## config.mk

```make
export PLATFORM = sky130hd
export DESIGN_NAME = int_controller
export DESIGN_NICKNAME = d
export VERILOG_FILES = /design/src/hw/irq_pkg.sv /design/src/hw/int_controller.sv /design/src/hw/irq_arbiter.sv /design/src/hw/irq_csr.sv /design/src/hw/irq_line.sv
export SDC_FILE = /design/constraint.sdc
export NUM_CORES = 1
export LEC_CHECK = 0
export ABC_CLOCK_PERIOD_IN_PS = 1790
export BUFFER_PORTS_ARGS = -buffer_cell sky130_fd_sc_hd__buf_2
export CAP_MARGIN = 20
export CORE_ASPECT_RATIO = 1.1
export CORE_MARGIN = 2
export CORE_UTILIZATION = 45
export DETAILED_ROUTE_END_ITERATION = 10
export HOLD_SLACK_MARGIN = 0.08
export MAX_ROUTING_LAYER = met4
export PLACE_DENSITY = 0.86
export SLEW_MARGIN = 20
export SYNTH_ARGS = -nofsm -noshare
export SYNTH_HDL_FRONTEND = slang
export SYNTH_SLANG_ARGS = --single-unit
```

## constraint.sdc

```tcl
create_clock -name clk_i -period 1.79 [get_ports clk_i]
set_input_delay 0.4475 -clock clk_i [delete_from_list [all_inputs] [get_ports clk_i]]
set_output_delay 0.4475 -clock clk_i [all_outputs]
set_load 0.01 [all_outputs]
```

## src/hw/irq_pkg.sv

```systemverilog
/* Shared constants and types of the interrupt controller subsystem.
   RTL and testbench files refer to them by scoped name. */

package irq_pkg;

  ////////////////////////////////////////////////////////////////////////////
  // Sizes
  ////////////////////////////////////////////////////////////////////////////

  // Interrupt lines and identifier width
  localparam int NUM_IRQ  = 32;
  localparam int IRQ_ID_W = 5;

  // CSR address width
  localparam int CSR_ADDR_W = 12;

  ////////////////////////////////////////////////////////////////////////////
  // CSR map
  ////////////////////////////////////////////////////////////////////////////

  localparam logic [CSR_ADDR_W-1:0] CSR_MSTATUS = 12'h300;
  localparam logic [CSR_ADDR_W-1:0] CSR_MIE     = 12'h304;
  localparam logic [CSR_ADDR_W-1:0] CSR_MIP     = 12'h344;

  // Global enable within mstatus
  localparam int MSTATUS_MIE_BIT = 3;

  // Standard machine lines, fast lines above
  localparam int IRQ_SOFT    = 3;
  localparam int IRQ_TIMER   = 7;
  localparam int IRQ_EXT     = 11;
  localparam int IRQ_FAST_LO = 16;
  localparam int IRQ_FAST_HI = 31;

  // One bit per interrupt line
  typedef logic [NUM_IRQ-1:0] irq_vec_t;

  // Implemented lines: 3, 7, 11 and 16..31
  localparam irq_vec_t IRQ_MASK = 32'hFFFF_0888;

  // One CSR access, 45 bits
  typedef struct packed {
    logic                  we;
    logic [CSR_ADDR_W-1:0] addr;
    logic [31:0]           wdata;
  } csr_req_t;

  // One CSR response, 33 bits
  typedef struct packed {
    logic        err;
    logic [31:0] rdata;
  } csr_rsp_t;

endpackage

```

## src/hw/int_controller.sv

```systemverilog
/* Top level of the interrupt subsystem: CSR decode, per-line cells, arbiter.
   Connect irq_i to the sources and drive the CSR strobe port. */

`timescale 1ns/100ps

module int_controller (
  input  logic                         clk_i,
  input  logic                         rst_i,

  // Interrupt sources
  input  irq_pkg::irq_vec_t            irq_i,

  // CSR strobe port
  input  logic                         csr_valid_i,
  input  irq_pkg::csr_req_t            csr_req_i,
  output logic                         csr_rvalid_o,
  output irq_pkg::csr_rsp_t            csr_rsp_o,

  // Arbiter results and global enable
  output logic                         m_irq_enable_o,
  output logic                         irq_req_o,
  output logic [irq_pkg::IRQ_ID_W-1:0] irq_id_o,
  output logic                         irq_wu_o
);

  // Broadcast from CSR decode
  logic              mie_we;
  irq_pkg::irq_vec_t mie_wdata;

  // Gathered cell outputs
  irq_pkg::irq_vec_t mip_vec;
  irq_pkg::irq_vec_t mie_vec;
  irq_pkg::irq_vec_t pend_vec;

  ////////////////////////////////////////////////////////////////////////////
  // CSR decode
  ////////////////////////////////////////////////////////////////////////////

  irq_csr csr_i (
    .clk_i          (clk_i),
    .rst_i          (rst_i),
    .csr_valid_i    (csr_valid_i),
    .csr_req_i      (csr_req_i),
    .csr_rvalid_o   (csr_rvalid_o),
    .csr_rsp_o      (csr_rsp_o),
    .mip_i          (mip_vec),
    .mie_i          (mie_vec),
    .mie_we_o       (mie_we),
    .mie_wdata_o    (mie_wdata),
    .m_irq_enable_o (m_irq_enable_o)
  );

  ////////////////////////////////////////////////////////////////////////////
  // Line cells, only where implemented
  ////////////////////////////////////////////////////////////////////////////

  for (genvar g = 0; g < irq_pkg::NUM_IRQ; g++) begin : gen_line
    if (irq_pkg::IRQ_MASK[g]) begin : gen_cell
      irq_line line_i (
        .clk_i       (clk_i),
        .rst_i       (rst_i),
        .irq_i       (irq_i[g]),
        .mie_we_i    (mie_we),
        .mie_wdata_i (mie_wdata[g]),
        .mip_o       (mip_vec[g]),
        .mie_o       (mie_vec[g]),
        .pend_o      (pend_vec[g])
      );
    end else begin : gen_tie
      // Reserved position reads zero
      assign mip_vec[g]  = 1'b0;
      assign mie_vec[g]  = 1'b0;
      assign pend_vec[g] = 1'b0;
    end
  end

  // Priority pick
  irq_arbiter arbiter_i (
    .pend_i         (pend_vec),
    .m_irq_enable_i (m_irq_enable_o),
    .irq_req_o      (irq_req_o),
    .irq_id_o       (irq_id_o),
    .irq_wu_o       (irq_wu_o)
  );

endmodule

```

## src/hw/irq_arbiter.sv

```systemverilog
/* Fixed-priority pick among pending, enabled lines.
   Produces the request, the winning identifier and the wakeup. */

`timescale 1ns/100ps

module irq_arbiter (
  input  irq_pkg::irq_vec_t           pend_i,
  input  logic                        m_irq_enable_i,
  output logic                        irq_req_o,
  output logic [irq_pkg::IRQ_ID_W-1:0] irq_id_o,
  output logic                        irq_wu_o
);

  ////////////////////////////////////////////////////////////////////////////
  // Priority select
  ////////////////////////////////////////////////////////////////////////////

  // Lowest priority first, each later hit overrides
  // Order low to high: timer, software, external, fast 16..31
  always_comb begin
    irq_id_o = '0;

    if (pend_i[irq_pkg::IRQ_TIMER]) begin
      irq_id_o = irq_pkg::IRQ_TIMER[irq_pkg::IRQ_ID_W-1:0];
    end

    // Software beats timer
    if (pend_i[irq_pkg::IRQ_SOFT]) begin
      irq_id_o = irq_pkg::IRQ_SOFT[irq_pkg::IRQ_ID_W-1:0];
    end

    // External beats both
    if (pend_i[irq_pkg::IRQ_EXT]) begin
      irq_id_o = irq_pkg::IRQ_EXT[irq_pkg::IRQ_ID_W-1:0];
    end

    // Fast lines, highest index wins
    for (int i = irq_pkg::IRQ_FAST_LO; i <= irq_pkg::IRQ_FAST_HI; i++) begin
      if (pend_i[i]) begin
        irq_id_o = i[irq_pkg::IRQ_ID_W-1:0];
      end
    end
  end

  ////////////////////////////////////////////////////////////////////////////
  // Request and wakeup
  ////////////////////////////////////////////////////////////////////////////

  // Wakeup ignores the global enable
  assign irq_wu_o  = |pend_i;

  // Request needs mstatus.MIE
  assign irq_req_o = irq_wu_o && m_irq_enable_i;

endmodule

```

## src/hw/irq_csr.sv

```systemverilog
/* CSR decode for mstatus, mie and mip, with the mstatus.MIE flop.
   Answers every strobe one cycle later and broadcasts mie writes to the line cells. */

`timescale 1ns/100ps

module irq_csr (
  input  logic              clk_i,
  input  logic              rst_i,

  // Single-cycle CSR strobe
  input  logic              csr_valid_i,
  input  irq_pkg::csr_req_t csr_req_i,
  output logic              csr_rvalid_o,
  output irq_pkg::csr_rsp_t csr_rsp_o,

  // Line cell state
  input  irq_pkg::irq_vec_t mip_i,
  input  irq_pkg::irq_vec_t mie_i,

  // mie broadcast
  output logic              mie_we_o,
  output irq_pkg::irq_vec_t mie_wdata_o,

  // Global enable
  output logic              m_irq_enable_o
);

  logic        sel_mstatus;
  logic        sel_mie;
  logic        sel_mip;
  logic        addr_err;
  logic [31:0] rdata;
  logic        m_irq_enable_q;

  ////////////////////////////////////////////////////////////////////////////
  // Address decode
  ////////////////////////////////////////////////////////////////////////////

  assign sel_mstatus = (csr_req_i.addr == irq_pkg::CSR_MSTATUS);
  assign sel_mie     = (csr_req_i.addr == irq_pkg::CSR_MIE);
  assign sel_mip     = (csr_req_i.addr == irq_pkg::CSR_MIP);
  assign addr_err    = !(sel_mstatus || sel_mie || sel_mip);

  // Read mux, old value also returned on writes
  always_comb begin
    rdata = '0;
    if (sel_mstatus) begin
      // Only MIE is implemented
      rdata[irq_pkg::MSTATUS_MIE_BIT] = m_irq_enable_q;
    end else if (sel_mie) begin
      rdata = mie_i;
    end else if (sel_mip) begin
      rdata = mip_i;
    end
  end

  // mie write goes straight to the cells, unimplemented bits stripped
  assign mie_we_o    = csr_valid_i && csr_req_i.we && sel_mie;
  assign mie_wdata_o = csr_req_i.wdata & irq_pkg::IRQ_MASK;

  ////////////////////////////////////////////////////////////////////////////
  // mstatus.MIE and response
  ////////////////////////////////////////////////////////////////////////////

  always_ff @(posedge clk_i) begin
    if (rst_i) begin
      m_irq_enable_q <= 1'b0;
    end else if (csr_valid_i && csr_req_i.we && sel_mstatus) begin
      m_irq_enable_q <= csr_req_i.wdata[irq_pkg::MSTATUS_MIE_BIT];
    end
  end

  // Response strobe, one cycle after request
  always_ff @(posedge clk_i) begin
    if (rst_i) begin
      csr_rvalid_o <= 1'b0;
    end else begin
      csr_rvalid_o <= csr_valid_i;
    end
  end

  // Response payload, bad address reads zero
  always_ff @(posedge clk_i) begin
    if (csr_valid_i) begin
      csr_rsp_o.err   <= addr_err;
      csr_rsp_o.rdata <= rdata;
    end
  end

  assign m_irq_enable_o = m_irq_enable_q;

endmodule

```

## src/hw/irq_line.sv

```systemverilog
/* One interrupt line: sampled pending bit plus its enable bit.
   Instantiated once per implemented line by the top level. */

`timescale 1ns/100ps

module irq_line (
  input  logic clk_i,
  input  logic rst_i,
  input  logic irq_i,
  input  logic mie_we_i,
  input  logic mie_wdata_i,
  output logic mip_o,
  output logic mie_o,
  output logic pend_o
);

  logic mip_q;
  logic mie_q;

  // Sample the line every cycle, enable only on mie write
  always_ff @(posedge clk_i) begin
    if (rst_i) begin
      mip_q <= 1'b0;
      mie_q <= 1'b0;
    end else begin
      mip_q <= irq_i;
      if (mie_we_i) begin
        mie_q <= mie_wdata_i;
      end
    end
  end

  assign mip_o  = mip_q;
  assign mie_o  = mie_q;

  // Pending and enabled
  assign pend_o = mip_q && mie_q;

endmodule

```

; After elaboration in Yosys (flattened, before gate mapping)
; Cells that the tools add are included.
[word_totals]
word_cells = 97
ff_bits = 73
in_bits = 80
[op_classes]
n_reduce_logical = 28
n_eq_ne = 3
muxes = 22
[ops]
columns = op, count
row1 = $mux W5, 16
row2 = $mux W32, 2
row3 = $eq A12 B10 Y1 const B, 3
row4 = $logic_and A1 B1 Y1, 23
row5 = $reduce_or A19 Y1, 1
row6 = $mux W3, 2
row7 = $mux W4, 1
row8 = $logic_or A1 B1 Y1, 2
row9 = $reduce_or A2 Y1, 1
row10 = $logic_not A1 Y1, 1
row11 = $mux W1, 1

; Depth between registers and ports, before layout
; Gate-level depths: netlist of run 1.
[logic_depth]
depth_word = 20
depth_mapped = 6
ltp_nobuf = 4

; Hierarchy
; A second synthesis of run 1 with hierarchy kept.
[unflattened]
hier_cells = 313
hier_area_um2 = 3495.9
[modules_own_cells]
columns = mod, cells_each, instances, area_each_um2
row1 = irq_csr, 156, 1, 1946.9
row2 = irq_line, 6, 19, 66.3
row3 = irq_arbiter, 42, 1, 285.3
row4 = int_controller, 1, 1, 3.8

; Worst setup path after synthesis of run 1
; OpenSTA, ideal clock, no wires.
[synth_path]
path_kind = register -> output
startpoint = reg gen_line[11].gen_cell.line_i.mip_q
endpoint = out irq_id_o[1] (netlist bit)
required_ps = 1342
arrival_time_ps = 1293
setup_slack_ps = 50
stages_incl_launch_ff = 5
cell_sequence = dfxtp_1 a222oi_1 o21ai_1 a221oi_1 o21ai_1
[synth_between]
elab_chain_cells = 18
[synth_rtl]
columns = item, line
row1 = start: declaration, irq_line.sv:17  ; logic mip_q;
row2 = start signal: assignment, irq_line.sv:26  ; mip_q <= irq_i;
row3 = $logic_and A1 B1 Y1, irq_line.sv:37  ; assign pend_o = mip_q && mie_q;
row4 = $mux W4, irq_arbiter.sv:33  ; if (pend_i[irq_pkg::IRQ_EXT]) begin
row5 = $mux W5 (16 in a row), irq_arbiter.sv:39  ; if (pend_i[i]) begin
row6 = end: declaration, int_controller.sv:22  ; output logic [irq_pkg::IRQ_ID_W-1:0] irq_id_o,
; Every way passes these cells.

; Worst setup path after layout of run 1
; Same ends and word-level chain as after synthesis.

==> results of run 1 <==
[cell type report]
cell class / instances / area, sq um / area share, %
Sequential cell: 60 / 1410 / 39.5
Multi-Input combinational cell: 192 / 1230 / 34.6
Timing Repair Buffer: 110 / 637 / 17.9
Clock buffer: 14 / 174 / 4.89
Tap cell: 77 / 96.3 / 2.71
Inverter: 2 / 7.51 / 0.211
Clock inverter: 1 / 5.00 / 0.141
[sequential cells by signal (all words and copies together), names as in the netlist]
name                            cells
csr_i.csr_rsp_o                    20
csr_i.csr_rvalid_o                  1
csr_i.m_irq_enable_o                1
gen_line.gen_cell.line_i.mie_o     19
gen_line.gen_cell.line_i.mip_o     19
[cell usage in the layout, fill, tap and decap left out, types with 2 or more instances in the layout]
cell type,instances
a21oi_2,11
conb_1,13
a222oi_1,2
buf_2,82
and2_1,2
inv_1,2
nand4_1,4
a22oi_2,8
clkbuf_1,3
o21ai_2,2
dfxtp_2,4
nor2_1,20
nand3_1,2
a32oi_1,2
buf_4,26
mux2i_1,19
nand2_1,41
a21oi_1,10
edfxtp_1,20
dfxtp_1,36
nor2b_1,22
a22oi_1,4
clkbuf_8,10
nand2_2,10
[power by group through the flow]
stage | registers (mW) | clock network (mW) | logic [mW]
after floorplan | 1.50 | 0 | 0.0962
after global placement | 1.49 | 0 | 0.185
after detailed placement | 1.49 | 0 | 0.188
after CTS | 1.47 | 1.11 | 0.189
after global routing | 1.47 | 1.17 | 0.206
final | 1.47 | 1.09 | 0.189
[cell families after synthesis]
logic type             share of synthesized area (%)
AND/OR/NAND/NOR                                 20.7
flip-flops                                      51.9
AO/OA/AOI/OAI                                   13.8
buffers and inverters                           6.39
multiplexers                                    7.04
other                                          0.139
[per-layer routing]
metal  share of wire [%]  global-route usage (%)  vias to the layer above
met4                 2.9                    9.74                        0
met5                   0                       -                        -
met3                 8.7                    5.32                       17
met2                  49                    32.4                      114
met1                  40                    25.1                     1054
li1                    -                       -                     1127
[timing repair]
item | in CTS | in global routing
pin swaps | 13 | 6
resized for setup | 16 | 5
endpoints found under the setup margin | 7 | 7
buffers inserted | 3 | 0
endpoints found under the hold margin | 0 | 0
[path summary, 6_finish.rpt]
path | startpoint | endpoint | slack, ns | depth (start not counted)
worst max register to register | gen_line[11].gen_cell.line_i.mie_o | csr_i.csr_rsp_o[11] | 0.75 | 4
worst min register to register | gen_line[26].gen_cell.line_i.mie_o | gen_line[26].gen_cell.line_i.mie_o | 0.52 | 2
worst max-delay path | gen_line[11].gen_cell.line_i.mip_o | irq_id_o[1] | -0.52 | 6
worst min-delay path | irq_i[25] | gen_line[25].gen_cell.line_i.mip_o | 0.31 | 2
[stage by stage]
stage	power (mW)	cells	worst slack (ns)	instance area, sq um
floorplan	1.59	278	0.0496	2750
global placement	1.68	439	-0.122	3290
detailed placement	1.68	439	-0.186	3290
CTS	2.76	457	-0.392	3560
global route	2.84	456	-0.623	3560
finish	2.75	456	-0.519	3560
==> impl_metrics.csv, run 1 <==
group,metric,value,unit
synth,ys_warn_count,0,
sta,rsz0062_at_grt,"true",
critical_path,path_cells,"a222oi_1, buf_4, o21ai_2, a221oi_2, o21ai_1, buf_2",
sta,hold_violations,0,
synth,ys_seq_elements,60,
cts,cts_max_level,3,
synth,synth_seq_area_share,51.9,%
cts,cts-root-buf,"clkbuf_8",
floorplan,chipWidth,77.9,um
critical_path,cpMaxStageDelayCell,"a222oi_1",
finish,fin_util,61.7,%
drt,drc_errors,0,
synth,yosys.area.top_type,"dfxtp_1",
finish,drive_gt1_share,43.0,%
synth,ys_top_cells_by_count,"41 x nand2_1, 40 x dfxtp_1, 22 x nor2b_1, 21 x nor2_1, 20 x edfxtp_1",
critical_path,path_max_fanout,2,
drt,finalWirelength,6480,um
synth,synth_top_area_share,29.7,%
critical_path,cp-start-kind,"register",
drt,viasPerCell,5.07,
critical_path,path_buf_inv,2,
status,outcome,"complete, but fails checks",
pwr,p_clk_share,39.8,%
global_routing,grt_overflow,0,
finish,num-fill-cells,450,
synth,synth.distinct_cells,41,
cts,cts_buffers,9,
drt,dr.pass1.iters,5,
cts,clockBufferDepth,2,
floorplan,die_area,6640,sq um
floorplan,fp-row-count,29,
min_path,worstHoldPathType,"input pin to register",
global_routing,grt_max_degree,40,
cts,clock_latency,0.34,ns
sta,timing.fmax,433,MHz
pwr,power_density,773,nW/um^2
placed_design,portBuffers,82,
sta,setup_viol,7,
global_routing,track_usage,20.7,%
critical_path,worstPathRequired,1.34,ns
sta,finClkSkew,0.00839,ns
drt,antenna_left,0,
sta,whs,0.314,ns
pwr,pwr-share-comb,6.9,%
critical_path,crit_type,"register to output port",
sta,layout_setup_ws,-0.519,ns
synth,yosys_most_used_dff,"dfxtp_1",
synth,ys_async_sr_fraction,0,%
critical_path,cpPeakStageDelay,0.39,ns
critical_path,arrival,1.86,ns
global_routing,grt_antenna_before_repair,0,
finish,nets,455,
pwr,p_int,2.15,mW
synth,synth.most_common_cell,"nand2_1",
synth,syn_area,2700,sq um
floorplan,core_area,5770,sq um
placed_design,hpwl,4660,um
finish,diodes,0,
status,violations,"setup timing",
pwr,vdd_drop_max,0.000395,V
sta,min_period,2.31,ns
pwr,sw_frac_of_total,22.0,%
pwr,p_leak,1.54,nW
floorplan,design.portCount,122,
cts,clock_sinks,60,
critical_path,setup.worst_path.end_class,"output port",
cts,cts.clk_slew.worst_paths,0.06,ns
finish,area_delta_synth_final,31.7,%
cts,cts_tree,"built",
pwr,power.switching,604,uW
drt,vias,2312,
synth,netlist_instances,266,
sta,maxSlewViolCount,0,
synth,synthTopCellsByArea,"dfxtp_1 30%, edfxtp_1 22%, mux2i_1 7.0%",
synth,syn_area_per_cell,10.2,sq um
placed_design,globalplace.congestion,0.898,
global_routing,grt_pass1_vias,2206,
sta,tns,-2.04,ns
drt,drt_iter0_markers,159,
floorplan,start_util,46.8,%
cts,cts_hold_buf,0,
drt,wl_per_cell,14.2,um
floorplan,die-height,85.2,um
critical_path,crit_family,"compound AO/OA/AOI/OAI gates",
sta,period_share,129,%
pwr,power.share.sequential,53.4,%
synth,synth_edf_count,20,
global_routing,grt_pass1_wl,10400,um
job,maxCapViolCount,0,
(Power assumes the default switching activity.)
==> inputs of run 2 (changes only) <==
Settings changed: ABC_CLOCK_PERIOD_IN_PS 1790 to 2500, CORE_MARGIN 2 to 10.
Clock period 1.79 ns to 2.5 ns, I/O delays scaled along.
==> run 2 against run 1 <==
Against the previous run: the flow now finishes without violations; wire length is 1.9% higher; global-route usage is 6.8 points lower; clock skew is 0.0011 ns lower; via count is 6.6% lower; worst setup slack better by 0.65 ns; first-iteration DRC count is 20% higher; sequential share of layout area is 1.8 points higher; combinational power is 32% lower; core utilization is 3.2 points lower; sequential cell count stayed put; critical path depth stayed put; die area is 43% higher.
==> impl_metrics.csv, run 2 (synthesis results as in run 1) <==
group,metric,value,unit
critical_path,r2r-end,"csr_i.csr_rsp_o[3]",
drt,drc_errors,0,
sta,period_share,94.9,%
global_routing,grt_max_degree,33,
critical_path,reg2reg_slack,1.64,ns
global_routing,track_usage,13.9,%
global_routing,grt_pass1_vias,2273,
floorplan,chipWidth,93.9,um
finish,nets,434,
floorplan,design.portCount,122,
critical_path,cp-start-kind,"register",
critical_path,crit_type,"register to output port",
critical_path,worstPathRequired,1.88,ns
floorplan,core_area,5810,sq um
critical_path,setup.worst_path.end_class,"output port",
sta,layout_setup_ws,0.128,ns
finish,area_delta_synth_final,25.7,%
drt,antenna_left,0,
sta,min_period,2.37,ns
pwr,p_leak,1.46,nW
sta,tns,0,ns
floorplan,start_util,46.5,%
cts,clock_sinks,60,
cts,cts_max_level,3,
global_routing,grt_pass1_wl,10200,um
sta,rsz0062_at_grt,"false",
finish,diodes,0,
drt,wl_per_cell,15.2,um
drt,drt_iter0_markers,191,
placed_design,dp.cells,419,
sta,hold_violations,0,
finish,mostFrequentLayoutCell,"buf_2",
min_path,whs_endpoint,"gen_line[11].gen_cell.line_i.mie_o",
sta,max_slew_margin,56.8,%
min_path,hold_depth,2,
pwr,power_density,636,nW/um^2
finish,fin_util,58.5,%
cts,cts-root-buf,"clkbuf_8",
cts,clock_latency,0.34,ns
placed_design,globalplace.congestion,0.882,
pwr,vdd_drop_max,0.000360,V
critical_path,cp-startpoint,"gen_line[11].gen_cell.line_i.mie_o",
min_path,holdCritStartpoint,"gen_line[11].gen_cell.line_i.mie_o",
cts,cts.clk_slew.worst_paths,0.06,ns
drt,viasPerCell,4.95,
placed_design,hpwl,5230,um
cts,cts_hold_buf,0,
drt,finalWirelength,6610,um
critical_path,arrival,1.75,ns
drt,dr.pass1.iters,5,
cts,cts_buffers,9,
finish,mostFrequentLayoutCells,"82 x buf_2, 40 x nand2_1, 39 x dfxtp_1",
finish,largest-register,"csr_i.csr_rsp_o",
floorplan,fp-row-count,29,
finish,finalNonFillerCells,436,
status,outcome,"completed",
critical_path,r2r_start,"gen_line[3].gen_cell.line_i.mip_o",
placed_design,post-place-ws,0.405,ns
sta,timing.fmax,422,MHz
cts,clockBufferDepth,2,
min_path,worstHoldPathType,"register to register",
sta,finClkSkew,0.00732,ns
sta,setup_viol,0,
finish,largest_reg_flops,20,
placed_design,portBuffers,82,
critical_path,reg2regPathDepth,2,
global_routing,grt_antenna_before_repair,0,
placed_design,dpl_cell_area,3130,sq um
sta,maxSlewViolCount,0,
floorplan,die_area,9500,sq um
drt,vias,2159,
cts,cts_tree,"built",
finish,postLayoutCellArea,3390,sq um
job,maxCapViolCount,0,
sta,tightest_slew,0.647,ns
global_routing,grt_overflow,0,
finish,drive_gt1_share,37.3,%
floorplan,die-height,101,um
critical_path,path_max_fanout,5,
## run 2: changes by cell type in the layout (fill, tap and decap cells not counted), sizes merged
cell	delta
clkbuf	-2
buf	-21
bufinv	+1
clkinv	+1
inv	+1
## run 2: power breakdown
part / leakage (nW) / total [mW] / switching (mW) / internal (mW)
combinational: 0.792 / 0.129 / 0.0690 / 0.0603
clock: 0.123 / 0.981 / 0.373 / 0.609
sequential: 0.542 / 1.05 / 0.0172 / 1.03
## run 2: final cells by class
type | count | area [sq um]
fill | 514 | 2410
sequential | 60 | 1400
multi-input combinational | 192 | 1190
timing repair buffer | 89 | 463
clock buffer | 12 | 188
tap | 77 | 96.3
clock inverter | 4 | 50.0
inverter | 2 | 7.51
## run 2: worst max-delay path by stage
stage                                              endpoint  slack, ns  cells after the start
final                                           irq_id_o[0]       0.13                      6
after global routing                            irq_id_o[1]      0.005                      5
after CTS                                       irq_id_o[1]       0.03                      5
after detailed placement  gen_line[3].gen_cell.line_i.mie_o       0.40                      5
after global placement                          irq_id_o[1]       0.40                      5
after floorplan                                 irq_id_o[1]       0.58                      4
## run 2: critical path, stage by stage, from the launching register on
cell and delay (ns):
dfxtp_2 0.34, a222oi_1 0.40, buf_4 0.19, nand2_2 0.05
a21oi_2 0.20, o21ai_2 0.07, buf_2 0.15
## run 2: metal layers
layer / global-route usage, % / routed length, um / vias to the layer above
li1: - / - / 1090
met1: 15.4 / 2850 / 964
met2: 21.8 / 3120 / 84
met3: 3.33 / 375 / 21
met4: 9.71 / 262 / 0
met5: - / 0 / -
## run 2: what timing repair did
item | CTS | global route
resized for setup | 0 | 6
hold endpoints to repair | 0 | 0
endpoints found under the setup margin | 0 | 2
setup buffers | 0 | 1
## run 2: through the flow
stage                     total power, mW  hold slack, ns
after detailed placement             1.20           0.489
final                                2.16           0.492
after floorplan                      1.14           0.453
after CTS                            2.17           0.489
after global routing                 2.23           0.499
after global placement               1.19           0.471
